<file path="src/common/memBusPkg.sv">
package memBusPkg;

	////////////////////////////////////////
	// Bus widths
	////////////////////////////////////////

	localparam int addrWidth = 16;
	localparam int dataWidth = 16;
	localparam int uartByteWidth = 8;

	// Only these two addresses are not SRAM
	localparam logic [addrWidth-1:0] uartDataAddr = 16'hBF00;
	localparam logic [addrWidth-1:0] uartStatusAddr = 16'hBF01;

	// Status word layout
	localparam int statusReadyBit = 0;
	localparam int statusTbreBit = 1;

	////////////////////////////////////////
	// Queueing and credits
	////////////////////////////////////////

	localparam int reqQueueDepth = 4;
	localparam int queuePtrWidth = $clog2(reqQueueDepth);
	// Wide enough for a queue fill level or any credit count
	localparam int creditWidth = $clog2(reqQueueDepth + 1);
	// Each internal stage holds a single access
	localparam int stageCredits = 1;

	// Clock cycles per sequencer step
	localparam int busStepCycles = 2;
	localparam int stepWidth = $clog2(busStepCycles + 1);

	typedef enum logic [2:0] {
		opRamRead,
		opRamWrite,
		opUartRead,
		opUartWrite,
		opStatusRead
	} accessOp;

	typedef enum logic [4:0] {
		idle,
		ramRead1,
		ramRead2,
		ramRead3,
		ramWrite1,
		ramWrite2,
		ramWrite3,
		uartRead1,
		uartRead2,
		uartRead3,
		uartWrite1,
		uartWrite2,
		uartWrite3,
		uartWrite4,
		uartWrite5,
		statusRead
	} seqState;

endpackage

</file>
<file path="src/common/memAccessIf.sv">
interface memAccessIf;
	import memBusPkg::*;

	// Access offered for one cycle by the sender
	logic valid;
	accessOp op;
	logic [addrWidth-1:0] addr;
	logic [dataWidth-1:0] data;

	// One pulse returns one credit to the sender
	logic credit;

	modport sender (
		output valid,
		output op,
		output addr,
		output data,
		input credit
	);

	modport receiver (
		input valid,
		input op,
		input addr,
		input data,
		output credit
	);

endinterface

</file>
<file path="src/hdl/reqQueue.sv">
module reqQueue #(
	parameter int initCredits = 1
) (
	input logic clk,
	input logic rst,
	input logic reqValid,
	input logic reqWrite,
	input logic [memBusPkg::addrWidth-1:0] reqAddr,
	input logic [memBusPkg::dataWidth-1:0] reqData,
	output logic reqCredit,
	memAccessIf.sender deq
);
	import memBusPkg::*;

	// Entry storage
	logic writeMem [reqQueueDepth];
	logic [addrWidth-1:0] addrMem [reqQueueDepth];
	logic [dataWidth-1:0] dataMem [reqQueueDepth];

	logic [queuePtrWidth-1:0] wrPtr;
	logic [queuePtrWidth-1:0] rdPtr;
	logic [creditWidth-1:0] count;
	logic [creditWidth-1:0] credits;
	logic pop;

	function automatic logic [queuePtrWidth-1:0] nextPtr(input logic [queuePtrWidth-1:0] ptr);
		logic atEnd;
		atEnd = (ptr == queuePtrWidth'(reqQueueDepth - 1));
		return atEnd ? '0 : ptr + 1'b1;
	endfunction

	assign pop = (count != '0) && (credits != '0);

	////////////////////////////////////////
	// Head of queue toward the decoder
	////////////////////////////////////////

	assign deq.valid = pop;
	// Decoder refines the direction by address
	assign deq.op = writeMem[rdPtr] ? opRamWrite : opRamRead;
	assign deq.addr = addrMem[rdPtr];
	assign deq.data = dataMem[rdPtr];

	always_ff @(posedge clk) begin
		if (reqValid) begin
			writeMem[wrPtr] <= reqWrite;
			addrMem[wrPtr] <= reqAddr;
			dataMem[wrPtr] <= reqData;
		end
	end

	always_ff @(posedge clk or negedge rst) begin
		if (!rst) begin
			wrPtr <= '0;
			rdPtr <= '0;
			count <= '0;
			credits <= creditWidth'(initCredits);
			reqCredit <= 1'b0;
		end else begin
			if (reqValid) begin
				wrPtr <= nextPtr(wrPtr);
			end
			if (pop) begin
				rdPtr <= nextPtr(rdPtr);
			end
			count <= count + creditWidth'(reqValid) - creditWidth'(pop);
			credits <= credits + creditWidth'(deq.credit) - creditWidth'(pop);
			// Freed entry goes back to the CPU
			reqCredit <= pop;
		end
	end

	// CPU pushed without holding a credit
	noPushWhenFull: assert property (@(posedge clk) disable iff (!rst)
		reqValid |-> count != creditWidth'(reqQueueDepth));

	// Decoder returned more credits than it was given
	creditBound: assert property (@(posedge clk) disable iff (!rst)
		credits <= creditWidth'(initCredits));

endmodule

</file>
<file path="src/flat_wrapper.sv">
// flat-port wrapper written by rule: the top's interface ports become plain ports
module reqQueue_flat import memBusPkg::*;
#(
	parameter int initCredits = 1
)
  (clk, rst, reqValid, reqWrite, reqAddr, reqData, reqCredit, deq_valid, deq_op, deq_addr, deq_data, deq_credit);
  memAccessIf deq_i ();
  input logic clk;
  input logic rst;
  input logic reqValid;
  input logic reqWrite;
  input logic [memBusPkg::addrWidth-1:0] reqAddr;
  input logic [memBusPkg::dataWidth-1:0] reqData;
  output logic reqCredit;
  output wire logic [$bits(deq_i.valid)-1:0] deq_valid;
  output wire logic [$bits(deq_i.op)-1:0] deq_op;
  output wire logic [$bits(deq_i.addr)-1:0] deq_addr;
  output wire logic [$bits(deq_i.data)-1:0] deq_data;
  input wire logic [$bits(deq_i.credit)-1:0] deq_credit;
  assign deq_valid = deq_i.valid;
  assign deq_op = deq_i.op;
  assign deq_addr = deq_i.addr;
  assign deq_data = deq_i.data;
  assign deq_i.credit = deq_credit;
  reqQueue #(.initCredits(initCredits)) u_core (.clk(clk), .rst(rst), .reqValid(reqValid), .reqWrite(reqWrite), .reqAddr(reqAddr), .reqData(reqData), .reqCredit(reqCredit), .deq(deq_i));
endmodule
</file>
<file path="config.mk">
export PLATFORM = sky130hd
export DESIGN_NAME = reqQueue_flat
export DESIGN_NICKNAME = d
export VERILOG_FILES = /design/src/common/memBusPkg.sv /design/src/common/memAccessIf.sv /design/src/hdl/reqQueue.sv /design/src/flat_wrapper.sv
export SDC_FILE = /design/constraint.sdc
export NUM_CORES = 1
export LEC_CHECK = 0
export CAP_MARGIN = 25
export CORE_MARGIN = 3
export CORE_UTILIZATION = 56
export CTS_CLUSTER_SIZE = 10
export DETAILED_ROUTE_END_ITERATION = 8
export DONT_BUFFER_PORTS = 1
export GPL_TIMING_DRIVEN = 1
export PLACE_DENSITY = 0.74
export SLEW_MARGIN = 5
export SYNTH_ARGS = -nofsm -noshare
export SYNTH_HDL_FRONTEND = slang
export SYNTH_SLANG_ARGS = --single-unit
</file>
<file path="constraint.sdc">
create_clock -name clk -period 1.89 [get_ports clk]
set_input_delay 0.0945 -clock clk [delete_from_list [all_inputs] [get_ports clk]]
set_output_delay 0.0945 -clock clk [all_outputs]
set_load 0.005 [all_outputs]
</file>
==> key figures <==
Outcome
  – Outcome: finished, violations left
  – Failing checks: negative setup slack

Pwr
  – Tot Pwr: 10.2 mW
  – Power Density: 1530 nW/µm²
  – Switch Pwr: 2.87 mW
  – Clock power share: 28.5%
  – LEAKAGE: 2.27 nW
  – Comb pwr share: 28.0%
  – Sequential Power Share: 43.4%
  – Maximum VDD drop: 0.000897 V
  – Internal: 7.30 mW
  – Net Sw Frac: 28.2%

Setup path
  – Reg2Reg Launch Point: u_core.credits[0]
  – CP max FO: 3
  – WP buf/inv: 1
  – Critical Path Start: u_core.credits[0]
  – Reg-to-reg endpoint: u_core.count[2]
  – CP Capture Type: flop
  – FF-to-FF setup slack: -20 ps
  – Crit Path Class: reg -> reg
  – Crit path required time: 2280 ps
  – Register-to-Register Path Depth: 8
  – CP max stage cell: dfstp_2
  – Crit path max-delay family: flip-flops
  – Critical Path AT: 2300 ps
  – Crit-path cells: nor3_2 -> or2_1 -> o21ai_2 -> ha_2 -> inv_2 -> fa_2 -> xnor2_2 -> xnor2_1
  – Peak per-stage delay on the critical path: 540 ps
  – Critical Path Source Type: flop

Global route
  – Largest net degree at the start of global routing: 20
  – Met1 Track Usage GR: 24.0%
  – Grt met2 use: 29.0%
  – Initial antenna violation count: 0
  – Met3 usage: 6.83%
  – Vias in the first global route: 2709
  – First-pass GRT wire length: 14.9 mm
  – Grt ovf: 0
  – GRT Total Usage: 18.3%
  – Busiest grt layer: met2

Yosys
  – Cells after synthesis: 227
  – Top cells by area, synth: edfxtp_1 73%, mux4_2 12%, dfrtp_1 4.6%
  – Syn avg cell area: 23.9 µm²
  – Synth unique cells: 23
  – Syn. warnings: 0
  – Synthesized area: 5430 µm²
  – Area leader, netlist: edfxtp_1
  – #FFs+latches synth: 143
  – Sequential share of the synthesized area: 78.1%
  – Area share of the largest cell type after synthesis: 73.0%

Floorplan
  – Die area: 10900 µm²
  – Core area: 9330 µm²
  – Chip Width: 104 µm
  – Rows: 35
  – Initial Util: 58.2%
  – # IOs: 74
  – Die height: 104 µm

Timing
  – Max-slew violations: 0
  – Final hold viol count: 0
  – Final setup fails: 5
  – Final Critical Period: 1910 ps
  – Fin crit share: 101%
  – Final setup margin: -21.4 ps
  – Clock Skew: 6.80 ps
  – Max_slew headroom: 66.4%
  – Slew @ Worst Pin: 503 ps
  – Fmax: 523 MHz
  – Hold Slack: 116 ps
  – RSZ-0062 raised after global routing: true

Route
  – Routed WL: 9.31 mm
  – Vias per inst: 5.45
  – Routed length per instance: 21.2 µm
  – Via count: 2392
  – Remaining DRCs: 0
  – First-pass DRT Iterations: 4
  – Remaining antenna violation count: 0
  – 1st-iter DRT viols: 122

Clock network
  – Worst skew pair latency: 510 ps
  – # H-tree levels: 4
  – Clock Path Buffers: 2
  – Clock-pin slew on the worst setup and hold paths: 60 ps
  – TritonCTS buffer count: 17
  – Clock Tree Root: clkbuf_8
  – Clock Sinks: 143
  – CTS tree: done

Min path
  – Hold EP: u_core.dataMem[2][3]
  – Hold Startpoint: reqValid
  – Min-Delay Path Depth: 2
  – Hold Crit Class: in -> reg

Final layout
  – Core Util, Final: 71.4%
  – P&R area growth vs syn: 22.7%
  – Layout Nets: 343
  – Layout cells sized above 1: 32.6%
  – Diode count: 0

Place
  – Pre-CTS setup slack: -68.1 ps
  – Buffers on Ports: 0
  – GP Congestion: 0.743
  – Hpwl dp: 5.33 mm

Flow run
  – Number of max-cap violations: 0
==> per-stage QoR <==
| stage | std cells | area [µm²] | setup TNS (ps) |
|---|---|---|---|
| finish | 439 | 6660 | -37.3 |
| global route | 439 | 6660 | -1880 |
| CTS | 437 | 6600 | -31.5 |
| detailed placement | 362 | 5630 | -68.1 |
| global placement | 362 | 5630 | -9.91 |
| floorplan | 228 | 5430 | 0 |
==> what timing repair did <==
item                       CTS  global route
hold buffers                39             0
hold endpoints to repair   148             0
setup endpoints to repair   29            23
gates cloned                 0             2
resized for setup           11             9
pin swaps                    4             3
buffers inserted             4             0
==> power by group through the flow <==
stage / sequential, mW / combinational (mW) / clock [mW]
floorplan: 4.32 / 1.99 / 0
global route: 4.47 / 3.11 / 3.12
global placement: 4.43 / 2.37 / 0
detailed placement: 4.47 / 2.43 / 0
CTS: 4.39 / 2.76 / 2.96
finish: 4.42 / 2.85 / 2.90
==> worst max-delay path by stage <==
stage / end / slack, ps / depth (start not counted)
final: u_core.count[2] / -20 / 8
after floorplan: u_core.count[2] / 3 / 8
after CTS: u_core.count[2] / -30 / 8
after detailed placement: u_core.count[2] / -70 / 8
after global routing: u_core.count[2] / -110 / 8
after global placement: u_core.count[2] / -10 / 8
==> layout make-up <==
cell class	instances	area, µm²
Clock buffer	18	418
Clock inverter	14	108
Tap cell	129	161
Inverter	6	22.5
Sequential cell	143	4250
Timing Repair Buffer	60	641
Fill cell	547	2670
Multi-Input combinational cell	69	1070
==> flip-flops by register name, summed over array words and instances, names as in the netlist <==
register	cells
u_core.count	3
u_core.wrPtr	2
u_core.dataMem	64
u_core.rdPtr	2
u_core.addrMem	64
u_core.reqCredit	1
u_core.credits	3
u_core.writeMem	4
==> per-layer routing <==
metal | up-vias | share of wire, %
li1 | 1072 | -
met1 | 1226 | 42
met2 | 81 | 51
met3 | 13 | 6.0
met4 | 0 | 1.2
met5 | - | 0
==> kinds of logic after synthesis <==
group	after synthesis	synth area share, %
adders and majority gates	9	2.35
xor gates and xnor gates	4	0.645
buffers and inverters	16	2.37
AOI/OAI and AO/OA	3	0.276
and+or+nand+nor	16	1.61
muxes	35	14.6
DFF	143	78.1
other	1	0.0691
==> synth_stat cells (all sizes together) <==
cell,n
and2,4
buf,10
conb,1
dfrtp,10
dfstp,1
edfxtp,132
fa,2
ha,7
inv,6
mux2,2
mux4,33
nand2,5
nor2,3
nor3,2
o21ai,3
or2,1
or3,1
xnor2,4
==> cells in the final DEF (no fill, tap or decap), types with 3 or more instances in the layout <==
cell | netlist | routed
inv_6 | 0 | 6
xnor2_1 | 4 | 3
dlygate4sd3_1 | 0 | 39
inv_1 | 5 | 4
mux4_2 | 28 | 33
buf_12 | 3 | 4
nand2_1 | 5 | 5
edfxtp_1 | 132 | 132
clkinvlp_4 | 0 | 5
and2_2 | 0 | 4
clkbuf_16 | 0 | 18
buf_4 | 2 | 13
nor2_1 | 3 | 3
dfrtp_1 | 10 | 8
ha_1 | 7 | 6
Power figures use the tool's default switching activity.
