## src/common/memBusPkg.sv

```systemverilog
package memBusPkg;

	////////////////////////////////////////
	// Bus widths
	////////////////////////////////////////

	localparam int addrWidth = 16;
	localparam int dataWidth = 16;
	localparam int uartByteWidth = 8;

	// Only these two addresses are not SRAM
	localparam logic [addrWidth-1:0] uartDataAddr = 16'hBF00;
	localparam logic [addrWidth-1:0] uartStatusAddr = 16'hBF01;

	// Status word layout
	localparam int statusReadyBit = 0;
	localparam int statusTbreBit = 1;

	////////////////////////////////////////
	// Queueing and credits
	////////////////////////////////////////

	localparam int reqQueueDepth = 4;
	localparam int queuePtrWidth = $clog2(reqQueueDepth);
	// Wide enough for a queue fill level or any credit count
	localparam int creditWidth = $clog2(reqQueueDepth + 1);
	// Each internal stage holds a single access
	localparam int stageCredits = 1;

	// Clock cycles per sequencer step
	localparam int busStepCycles = 2;
	localparam int stepWidth = $clog2(busStepCycles + 1);

	typedef enum logic [2:0] {
		opRamRead,
		opRamWrite,
		opUartRead,
		opUartWrite,
		opStatusRead
	} accessOp;

	typedef enum logic [4:0] {
		idle,
		ramRead1,
		ramRead2,
		ramRead3,
		ramWrite1,
		ramWrite2,
		ramWrite3,
		uartRead1,
		uartRead2,
		uartRead3,
		uartWrite1,
		uartWrite2,
		uartWrite3,
		uartWrite4,
		uartWrite5,
		statusRead
	} seqState;

endpackage

```

## src/common/memAccessIf.sv

```systemverilog
interface memAccessIf;
	import memBusPkg::*;

	// Access offered for one cycle by the sender
	logic valid;
	accessOp op;
	logic [addrWidth-1:0] addr;
	logic [dataWidth-1:0] data;

	// One pulse returns one credit to the sender
	logic credit;

	modport sender (
		output valid,
		output op,
		output addr,
		output data,
		input credit
	);

	modport receiver (
		input valid,
		input op,
		input addr,
		input data,
		output credit
	);

endinterface

```

## src/hdl/accessDecoder.sv

```systemverilog
module accessDecoder #(
	parameter int initCredits = 1
) (
	input logic clk,
	input logic rst,
	memAccessIf.receiver up,
	memAccessIf.sender down
);
	import memBusPkg::*;

	logic held;
	accessOp heldOp;
	accessOp nextOp;
	logic [addrWidth-1:0] heldAddr;
	logic [dataWidth-1:0] heldData;
	logic [creditWidth-1:0] credits;
	logic fwd;
	logic isWrite;

	assign isWrite = (up.op == opRamWrite);

	////////////////////////////////////////
	// Address classification
	////////////////////////////////////////

	always_comb begin
		if (up.addr == uartDataAddr) begin
			nextOp = isWrite ? opUartWrite : opUartRead;
		end else if ((up.addr == uartStatusAddr) && !isWrite) begin
			nextOp = opStatusRead;
		end else begin
			// Status writes fall through to SRAM
			nextOp = isWrite ? opRamWrite : opRamRead;
		end
	end

	assign fwd = held && (credits != '0);

	assign down.valid = fwd;
	assign down.op = heldOp;
	assign down.addr = heldAddr;
	assign down.data = heldData;

	always_ff @(posedge clk) begin
		if (up.valid) begin
			heldOp <= nextOp;
			heldAddr <= up.addr;
			heldData <= up.data;
		end
	end

	always_ff @(posedge clk or negedge rst) begin
		if (!rst) begin
			held <= 1'b0;
			credits <= creditWidth'(initCredits);
			up.credit <= 1'b0;
		end else begin
			if (up.valid) begin
				held <= 1'b1;
			end else if (fwd) begin
				held <= 1'b0;
			end
			credits <= credits + creditWidth'(down.credit) - creditWidth'(fwd);
			// Register free again once the access has left
			up.credit <= fwd;
		end
	end

	// Queue must wait for the credit before sending again
	noOverrun: assert property (@(posedge clk) disable iff (!rst)
		up.valid |-> !held);

endmodule

```

## src/flat_wrapper.sv

```systemverilog
// flat-port wrapper written by rule: the top's interface ports become plain ports
module accessDecoder_flat import memBusPkg::*;
#(
	parameter int initCredits = 1
)
  (clk, rst, up_valid, up_op, up_addr, up_data, up_credit, down_valid, down_op, down_addr, down_data, down_credit);
  memAccessIf up_i ();
  memAccessIf down_i ();
  input logic clk;
  input logic rst;
  input wire logic [$bits(up_i.valid)-1:0] up_valid;
  input wire logic [$bits(up_i.op)-1:0] up_op;
  input wire logic [$bits(up_i.addr)-1:0] up_addr;
  input wire logic [$bits(up_i.data)-1:0] up_data;
  output wire logic [$bits(up_i.credit)-1:0] up_credit;
  output wire logic [$bits(down_i.valid)-1:0] down_valid;
  output wire logic [$bits(down_i.op)-1:0] down_op;
  output wire logic [$bits(down_i.addr)-1:0] down_addr;
  output wire logic [$bits(down_i.data)-1:0] down_data;
  input wire logic [$bits(down_i.credit)-1:0] down_credit;
  assign up_i.valid = up_valid;
  assign up_i.op = up_op;
  assign up_i.addr = up_addr;
  assign up_i.data = up_data;
  assign up_credit = up_i.credit;
  assign down_valid = down_i.valid;
  assign down_op = down_i.op;
  assign down_addr = down_i.addr;
  assign down_data = down_i.data;
  assign down_i.credit = down_credit;
  accessDecoder #(.initCredits(initCredits)) u_core (.clk(clk), .rst(rst), .up(up_i), .down(down_i));
endmodule
```

## config.mk

```make
export PLATFORM = sky130hd
export DESIGN_NAME = accessDecoder_flat
export DESIGN_NICKNAME = d
export VERILOG_FILES = /design/src/common/memBusPkg.sv /design/src/common/memAccessIf.sv /design/src/hdl/accessDecoder.sv /design/src/flat_wrapper.sv
export SDC_FILE = /design/constraint.sdc
export NUM_CORES = 1
export LEC_CHECK = 0
export BUFFER_PORTS_ARGS = -buffer_cell sky130_fd_sc_hd__buf_2
export CAP_MARGIN = 20
export CORE_UTILIZATION = 46
export DETAILED_ROUTE_END_ITERATION = 6
export GPL_TIMING_DRIVEN = 0
export PLACE_DENSITY = 0.8
export SKIP_LAST_GASP = 1
export SLEW_MARGIN = 20
export SYNTH_ARGS = -nofsm -noshare
export SYNTH_HDL_FRONTEND = slang
export SYNTH_SLANG_ARGS = --single-unit
```

## constraint.sdc

```tcl
create_clock -name clk -period 6 [get_ports clk]
set_clock_uncertainty 0.1 [all_clocks]
set_input_delay 1.2 -clock clk [delete_from_list [all_inputs] [get_ports clk]]
set_output_delay 1.2 -clock clk [all_outputs]
set_load 0.005 [all_outputs]
```

==> results of run 1 <==
## power by group through the flow
| stage | Combinational, uW | Sequential (uW) | Clock [uW] |
|---|---|---|---|
| after CTS | 105 | 356 | 179 |
| after global routing | 117 | 360 | 189 |
| after detailed placement | 104 | 362 | 0 |
| after global placement | 94.5 | 361 | 0 |
| after floorplan | 48.4 | 364 | 0 |
| final | 103 | 356 | 172 |
## final cells by class
type,instances,area (um^2),share of cell area [%]
clock buffers,5,37.5,2.04
clock inverters,3,42.5,2.31
inverters,4,15.0,0.815
multi-input cells,16,156,8.49
flip-flops and latches,40,1180,63.9
well taps,31,38.8,2.10
repair buffers,75,375,20.4
## through the flow
stage / util [%] / power (uW) / cells / area, um^2 / setup WS [ps]
2_1_floorplan: - / 412 / 60 / 1350 / 3800
3_3_place_gp: 63.9 / 455 / 166 / 1760 / 3690
3_5_place_dp: 63.9 / 467 / 166 / 1760 / 3630
4_1_cts: 66.8 / 640 / 174 / 1840 / 3360
5_1_grt: 66.8 / 666 / 174 / 1840 / 3290
6_report: 66.8 / 631 / 174 / 1840 / 3400
## layer usage
layer / track usage (%) / vias up / share of wire (%)
met1: 16.3 / 410 / 31
met3: 8.60 / 7 / 10
met5: 0 / - / 0
met2: 31.1 / 49 / 56
li1: - / 391 / -
met4: 8.36 / 0 / 2.3
## flip-flops by register name, indices dropped and copies added (netlist names)
signal / cells
u_core.held: 1
u_core.down.addr: 16
u_core.down.op: 3
u_core.down.data: 16
u_core.credits: 3
u_core.up.credit: 1
## cells by family after synthesis
| group | Yosys count | share of synthesized area [%] |
|---|---|---|
| compound gates | 1 | 0.557 |
| xor+xnor | 2 | 1.30 |
| fa+ha+maj | 3 | 3.34 |
| buf+inv | 4 | 1.11 |
| flops | 40 | 87.3 |
| simple gates | 10 | 6.40 |
## path summary, 6_finish.rpt
path                                     end               from  cells after the start
max in group asynchronous  u_core.credits[0]                rst                      1
hold reg to reg                  u_core.held        u_core.held                      1
min in group asynchronous        u_core.held                rst                      1
setup reg to reg           u_core.credits[2]  u_core.credits[1]                      9
hold / removal                   u_core.held        u_core.held                      1
setup / recovery                  down_valid  u_core.credits[1]                      3
## cells in the final DEF (no fill, tap or decap), types with 2 or more instances in the layout
| cell type | instances |
|---|---|
| sky130_fd_sc_hd__xnor2_1 | 2 |
| sky130_fd_sc_hd__inv_1 | 4 |
| sky130_fd_sc_hd__ha_1 | 2 |
| sky130_fd_sc_hd__buf_2 | 75 |
| sky130_fd_sc_hd__nor3b_1 | 2 |
| sky130_fd_sc_hd__clkbuf_4 | 5 |
| sky130_fd_sc_hd__dfrtp_1 | 4 |
| sky130_fd_sc_hd__edfxtp_1 | 35 |
## Yosys cell counts, drive strengths merged
library cell	number
edfxtp	35
and4b	1
ha	2
nor2	1
a21o	1
nor3	1
fa	1
nor4b	1
xnor2	2
inv	4
nand4	1
nor3b	3
dfstp	1
and4bb	1
dfrtp	4
nor2b	1
## worst max-delay path, stage by stage (launching register included)
cell and delay, ps:
sky130_fd_sc_hd__dfrtp_1 450, sky130_fd_sc_hd__nor3_1 250, sky130_fd_sc_hd__nor2b_1 110, sky130_fd_sc_hd__buf_2 140
==> run summary, run 1 <==
Antenna-violating nets left: 0
Critical path required time: 4700 ps
Clock buffer count from CTS: 5
Part of the total power dissipated in the clock network: 27.2%
# fillers: 215
Power density of the placed cells: 342 nW/um^2
Die boundary height: 56.2 um
Post-Syn Instances: 60
Largest net degree at the start of global routing: 37
Area of the core region: 2760 um^2
Total leakage power: 0.000814 uW
Sink count of the clock tree: 40
Total half-perimeter wirelength after legalization and detailed placement: 1890 um
Row Count: 19
Startpoint kind of the worst setup timing path: flip-flop
Pins over their slew limit: 0
Total negative slack: 0 ps
Ports placed on the boundary: 76
Initial core utilization: 48.9%
Post-CTS Setup Inserts: 0
Portion of synthesized cell area occupied by the leading cell type: 77.9%
Vias: 857
Number of global-route vias before repair: 828
CTS Buffer Depth: 2
Number of remaining DRC errors: 0
Summed instance area of the synthesized netlist: 1350 um^2
Setup-failing EPs final: 0
Outcome: finished, final reports clean
Number of detailed-route iterations in the first pass: 4
Unrepaired setup endpoints after global routing: no
Number of unique standard cell types used by synthesis: 17
Largest fanout on the critical path: 3
GPL Wtd Cong: 0.702
Number of hold violations in the final report: 0
Initial detailed-routing violation count: 10
Die extent in x: 56.2 um
Number of warnings issued by yosys: 0
Reported net switching power: 149 uW
Worst relative slew slack: 49.8%
Data arrival time of the critical path: 1300 ps
Net switching fraction of the power: 23.6%
Fraction of final layout cells with drive strength greater than 1: 60.1%
Cell at the root of the clock tree: sky130_fd_sc_hd__clkbuf_4
Combinational group share of total power: 16.4%
Sequential Power Share: 56.4%
# resized after CTS: 0
Min-Delay Path Class: flip-flop to flip-flop
Antenna diode count: 0
Number of buffers inserted by hold repair at cts: 0
Total die area: 3150 um^2
CTS tree: done
Final global-route overflow total: 0
Transition time at the pin with the least slew margin: 752 ps
Post-synthesis area per instance: 22.5 um^2
Slack of the worst reg-to-reg path: 3760 ps
Wire length of the first global-routing pass: 3840 um
Maximum frequency from static timing analysis: 385 MHz
Cell internal power dissipation: 482 uW
Top cells by area in the synthesized netlist: sky130_fd_sc_hd__edfxtp_1, sky130_fd_sc_hd__dfrtp_1, sky130_fd_sc_hd__dfstp_2
Crit Path Class: flip-flop to output pin
Average wire per cell in the routed design: 14.1 um
Sequential fraction of the synthesis area: 87.3%
Setup crit end kind: output pin
Clock transition at path regs: 120 ps
Average vias per placed instance: 4.93
PortBufs: 75
Total routed wirelength: 2460 um
Area added between synthesis and finish: 36.6%
Synthesized netlist net count: 102
Smallest hold slack: 393 ps
Final min period: 2600 ps
Overall fraction of global-route tracks in use: 17.4%
Later-pin clock latency in the skew report: 340 ps
Final net count: 184
Htree depth: 2
Peak ir drop on the vdd network: 289 uV
Flops & latches, synth: 40
Library cell occupying the most area in the post-synthesis netlist: sky130_fd_sc_hd__edfxtp_1
Number of antenna violations at the first check in global routing: 0
Count of maximum capacitance violations: 0
Part of the cycle the worst path needs: 43.3%
Power figures use the tool's default switching activity.
==> run 2, diff against run 1 <==
--- a/config.mk
+++ b/config.mk
@@ -7,10 +7,10 @@
 export LEC_CHECK = 0
 export BUFFER_PORTS_ARGS = -buffer_cell sky130_fd_sc_hd__buf_2
 export CAP_MARGIN = 20
-export CORE_UTILIZATION = 46
+export CORE_UTILIZATION = 38
 export DETAILED_ROUTE_END_ITERATION = 6
 export GPL_TIMING_DRIVEN = 0
-export PLACE_DENSITY = 0.8
+export PLACE_DENSITY = 0.7
 export SKIP_LAST_GASP = 1
 export SLEW_MARGIN = 20
 export SYNTH_ARGS = -nofsm -noshare
==> constraint.sdc (replaced) <==
create_clock -name clk -period 2.2 [get_ports clk]
set_clock_uncertainty 0.1 [all_clocks]
set_input_delay 0.44 -clock clk [delete_from_list [all_inputs] [get_ports clk]]
set_output_delay 0.44 -clock clk [all_outputs]
set_load 0.005 [all_outputs]
==> run summary, run 2 (same netlist as run 1, synthesis figures left out) <==
Sink count of the clock tree: 40
Peak ir drop on the vdd network: 765 uV
Endpoint of the worst register-to-register path: u_core.credits[2]
Cell Area, Placed: 1780 um^2
Total leakage power: 0.000847 uW
Overall fraction of global-route tracks in use: 13.2%
Slowest cell on crit path: sky130_fd_sc_hd__dfstp_2
Most frequent standard cell in the layout excluding fill and tap cells: sky130_fd_sc_hd__buf_2
GPL Wtd Cong: 0.617
Largest net degree at the start of global routing: 37
Number of hold violations in the final report: 0
Outcome: finished, final reports clean
Number of global-route vias before repair: 816
Worst slack, placed: 12.2 ps
Cell family contributing the most delay on the critical path: adder cells
Setup-failing EPs final: 0
Hold-critical path endpoint: u_core.down.data[6]
Summed area of non-filler cells in the final layout: 1920 um^2
Initial detailed-routing violation count: 27
Startpoint kind of the worst setup timing path: flip-flop
Final min period: 2090 ps
Buffer and inverter count on the worst path: 2
Clock transition at path regs: 110 ps
Post-placement cell count: 181
Least setup slack across all paths after layout: 110 ps
Worst hold stages: 1
Later-pin clock latency in the skew report: 330 ps
Antenna-violating nets left: 0
Number of antenna violations at the first check in global routing: 0
CTS Buffer Depth: 2
Fraction of final layout cells with drive strength greater than 1: 63.5%
Top library cells by usage in the layout, fill and taps aside: sky130_fd_sc_hd__buf_2, sky130_fd_sc_hd__edfxtp_1, sky130_fd_sc_hd__clkbuf_4, sky130_fd_sc_hd__inv_1, sky130_fd_sc_hd__buf_4
Power density of the placed cells: 942 nW/um^2
Number of remaining DRC errors: 0
Antenna diode count: 0
Initial core utilization: 40.1%
Min-Delay Startpoint: up_data[6]
Part of the cycle the worst path needs: 95.0%
Ports placed on the boundary: 76
Clock buffer count from CTS: 5
Largest fanout on the critical path: 2
Pins over their slew limit: 0
Count of placed standard cells in the final layout, fillers left out: 194
Count of maximum capacitance violations: 0
Die boundary height: 61.6 um
Slack of the worst reg-to-reg path: 110 ps
Average vias per placed instance: 4.37
Setup crit end kind: flip-flop
Total half-perimeter wirelength after legalization and detailed placement: 1880 um
Cell at the root of the clock tree: sky130_fd_sc_hd__clkbuf_4
Data arrival time of the critical path: 2240 ps
Critical path required time: 2350 ps
Maximum frequency from static timing analysis: 479 MHz
Ordered list of cells on the worst path: nor3_4 -> nor2b_2 -> ha_1 -> inv_1 -> ha_1 -> inv_1 -> fa_2 -> xnor2_2 -> xnor2_1
Row Count: 21
Final global-route overflow total: 0
Average wire per cell in the routed design: 12.9 um
Power Total: 1810 uW
Crit Path Class: flip-flop to flip-flop
Area added between synthesis and finish: 42.6%
CTS tree: done
PortBufs: 75
Vias: 847
Min-Delay Path Class: primary input to flip-flop
Wire length of the first global-routing pass: 3430 um
Die extent in x: 61.6 um
Length in cells of the worst reg-to-reg path: 9
Final net count: 189
Peak per-stage delay on the critical path: 580 ps
Total routed wirelength: 2500 um
Number of detailed-route iterations in the first pass: 4
Beginning of the worst register-to-register path: u_core.credits[0]
Area of the core region: 3360 um^2
Transition time at the pin with the least slew margin: 756 ps
Total die area: 3790 um^2
Worst relative slew slack: 49.6%
Htree depth: 2
[run 2: report_power, final]
part	switching (uW)	total, uW	internal, uW
combinational	160	371	211
sequential	48.7	983	934
clock	219	457	238
[run 2: per-stage QoR]
stage,setup TNS [ps],hold WS [ps],utilization [%]
floorplan,0,44.4,-
global placement,0,158,53.0
detailed placement,0,161,53.0
CTS,0,160,55.7
global route,-6.49,151,57.2
finish,0,174,57.2
[run 2: area by class of cell]
cell class / instances / area, um^2
inverters: 4 / 15.0
multi-input cells: 16 / 180
fillers: 282 / 1440
well taps: 46 / 57.6
clock inverters: 2 / 35.0
clock buffers: 6 / 41.3
flip-flops and latches: 40 / 1180
repair buffers: 80 / 415
[run 2: repair_timing]
action                                 4_1_cts  5_1_grt
pin swaps                                    0        3
endpoints found under the hold margin        5        0
setup endpoints to repair                    1        1
resized for setup                            1        5
setup buffers                                0        4
hold buffers                                 1        0
[run 2: worst max-delay path by stage]
stage               depth (start not counted)           endpoint               from  slack (ps)
floorplan                                   9  u_core.credits[2]  u_core.credits[1]         130
global placement                            9  u_core.credits[2]  u_core.credits[1]          60
detailed placement                          9  u_core.credits[2]  u_core.credits[1]          10
CTS                                         9  u_core.credits[2]  u_core.credits[0]           9
global route                                9  u_core.credits[2]  u_core.credits[2]          -6
finish                                      9  u_core.credits[2]  u_core.credits[0]         110
[run 2: routing by layer]
metal,track usage (%),routed length (um),vias to the layer above
li1,-,-,402
met1,13.0,902,384
met2,23.0,1270,57
met3,5.67,282,4
met4,7.94,40,0
met5,0,0,-
==> run 3, diff against run 2 <==
--- a/config.mk
+++ b/config.mk
@@ -5,12 +5,12 @@
 export SDC_FILE = /design/constraint.sdc
 export NUM_CORES = 1
 export LEC_CHECK = 0
-export BUFFER_PORTS_ARGS = -buffer_cell sky130_fd_sc_hd__buf_2
 export CAP_MARGIN = 20
-export CORE_UTILIZATION = 38
+export CORE_UTILIZATION = 59
 export DETAILED_ROUTE_END_ITERATION = 6
+export DONT_BUFFER_PORTS = 1
 export GPL_TIMING_DRIVEN = 0
-export PLACE_DENSITY = 0.7
+export PLACE_DENSITY = 0.72
 export SKIP_LAST_GASP = 1
 export SLEW_MARGIN = 20
 export SYNTH_ARGS = -nofsm -noshare
==> constraint.sdc (replaced) <==
create_clock -name clk -period 2.25 [get_ports clk]
set_clock_uncertainty 0.1 [all_clocks]
set_input_delay 0.45 -clock clk [delete_from_list [all_inputs] [get_ports clk]]
set_output_delay 0.45 -clock clk [all_outputs]
set_load 0.005 [all_outputs]
==> run summary, run 3 (same netlist as run 1, synthesis figures left out) <==
Worst relative slew slack: 81.3%
Top library cells by usage in the layout, fill and taps aside: sky130_fd_sc_hd__edfxtp_1, sky130_fd_sc_hd__clkbuf_4, sky130_fd_sc_hd__inv_1, sky130_fd_sc_hd__dfrtp_1
Maximum frequency from static timing analysis: 464 MHz
Sink count of the clock tree: 40
Die extent in x: 49.8 um
CTS Buffer Depth: 2
Final global-route overflow total: 0
Antenna diode count: 0
Area added between synthesis and finish: 11.6%
Min-Delay Path Class: primary input to flip-flop
Largest net degree at the start of global routing: 37
Area of the core region: 2060 um^2
Most frequent standard cell in the layout excluding fill and tap cells: sky130_fd_sc_hd__edfxtp_1
Later-pin clock latency in the skew report: 330 ps
Pins over their slew limit: 0
Number of remaining DRC errors: 0
Overall fraction of global-route tracks in use: 18.4%
Clock buffer count from CTS: 5
Startpoint kind of the worst setup timing path: flip-flop
Slowest cell on crit path: sky130_fd_sc_hd__dfrtp_2
Die boundary height: 49.8 um
Initial core utilization: 65.4%
Ports placed on the boundary: 76
Setup crit end kind: flip-flop
Outcome: finished, final reports clean
Antenna-violating nets left: 0
Fraction of final layout cells with drive strength greater than 1: 24.3%
Number of detailed-route iterations in the first pass: 6
Crit Path Class: flip-flop to flip-flop
Total die area: 2480 um^2
Vias: 570
Unrepaired setup endpoints after global routing: yes
PortBufs: 0
Transition time at the pin with the least slew margin: 280 ps
Least setup slack across all paths after layout: 94.3 ps
Htree depth: 2
Setup-failing EPs final: 0
GPL Wtd Cong: 0.614
Number of hold violations in the final report: 0
Average wire per cell in the routed design: 21.2 um
Cell at the root of the clock tree: sky130_fd_sc_hd__clkbuf_4
Peak ir drop on the vdd network: 712 uV
Clock transition at path regs: 110 ps
Largest fanout on the critical path: 3
Wire length of the first global-routing pass: 2880 um
# fillers: 110
Worst slack, placed: 13.4 ps
Length in cells of the worst reg-to-reg path: 9
Part of the cycle the worst path needs: 95.8%
Smallest hold slack: 102 ps
Initial detailed-routing violation count: 8
Final min period: 2160 ps
Critical path required time: 2400 ps
Data arrival time of the critical path: 2310 ps
Total leakage power: 0.000536 uW
Peak per-stage delay on the critical path: 470 ps
Worst hold stages: 0
Count of maximum capacitance violations: 0
Final net count: 111
Ordered list of cells on the worst path: nor3_4 -> nor2b_2 -> ha_1 -> inv_1 -> ha_1 -> inv_1 -> fa_2 -> xnor2_2 -> xnor2_1
CTS tree: done
Row Count: 16
Number of global-route vias before repair: 573
Total negative slack: 0 ps
Number of antenna violations at the first check in global routing: 0
Average vias per placed instance: 5.88
Power density of the placed cells: 1100 nW/um^2
Total routed wirelength: 2060 um
## run 3: changes by cell type in the layout (fill, tap and decap cells not counted)
cell	previous run	this run
sky130_fd_sc_hd__buf_2	75	0
sky130_fd_sc_hd__buf_4	4	1
sky130_fd_sc_hd__clkbuf_1	1	0
sky130_fd_sc_hd__clkinvlp_4	0	1
## run 3: metal layers
layer,vias to the layer above,GRT usage (%),wire [um]
met5,-,0,0
met4,0,12.9,21
met3,2,10.2,212
met2,54,26.4,992
met1,266,20.7,832
li1,248,-,-
## run 3: critical path, delay by kind of cell (launching register included)
family / cells / cell delay, ps
xor gates and xnor gates: 2 / 340
adders and majority gates: 3 / 780
buffers and inverters: 2 / 110
DFF: 1 / 470
and+or+nand+nor: 2 / 270
## run 3: final timing paths
kind | start | endpoint | slack [ps]
setup / recovery | u_core.credits[1] | u_core.credits[2] | 90
setup reg to reg | u_core.credits[1] | u_core.credits[2] | 90
hold / removal | up_data[0] | u_core.down.data[0] | 100
max in group asynchronous | rst | u_core.credits[0] | 1490
hold reg to reg | u_core.held | u_core.held | 390
min in group asynchronous | rst | u_core.credits[2] | 290
## run 3: stage by stage
stage / utilization (%) / instances / power (uW) / cell area, um^2
2_1_floorplan: - / 60 / 1100 / 1350
3_3_place_gp: 67.1 / 87 / 1120 / 1380
3_5_place_dp: 67.1 / 87 / 1150 / 1380
4_1_cts: 71.8 / 96 / 1610 / 1480
5_1_grt: 73.0 / 97 / 1720 / 1510
6_report: 73.0 / 97 / 1660 / 1510
## run 3: cell type report
class	instances	area [um^2]	share of cell area, %
Inverter	4	15.0	0.998
Timing Repair Buffer	2	17.5	1.16
Tap cell	27	33.8	2.24
Clock buffer	5	37.5	2.49
Multi-Input combinational cell	16	180	12.0
Clock inverter	3	42.5	2.83
Sequential cell	40	1180	78.3
## run 3: power by group
part	internal (uW)	switching [uW]
Clock	232	216
Combinational	121	99.4
Sequential	916	73.1
Total	1270	388
## run 3: timing repair
action                                 4_1_cts  5_1_grt
gates resized for setup                      2        4
setup endpoints to repair                    1        1
hold buffers                                 1        0
endpoints found under the hold margin        5        0
pin swaps                                    0        1
buffers inserted                             0        1
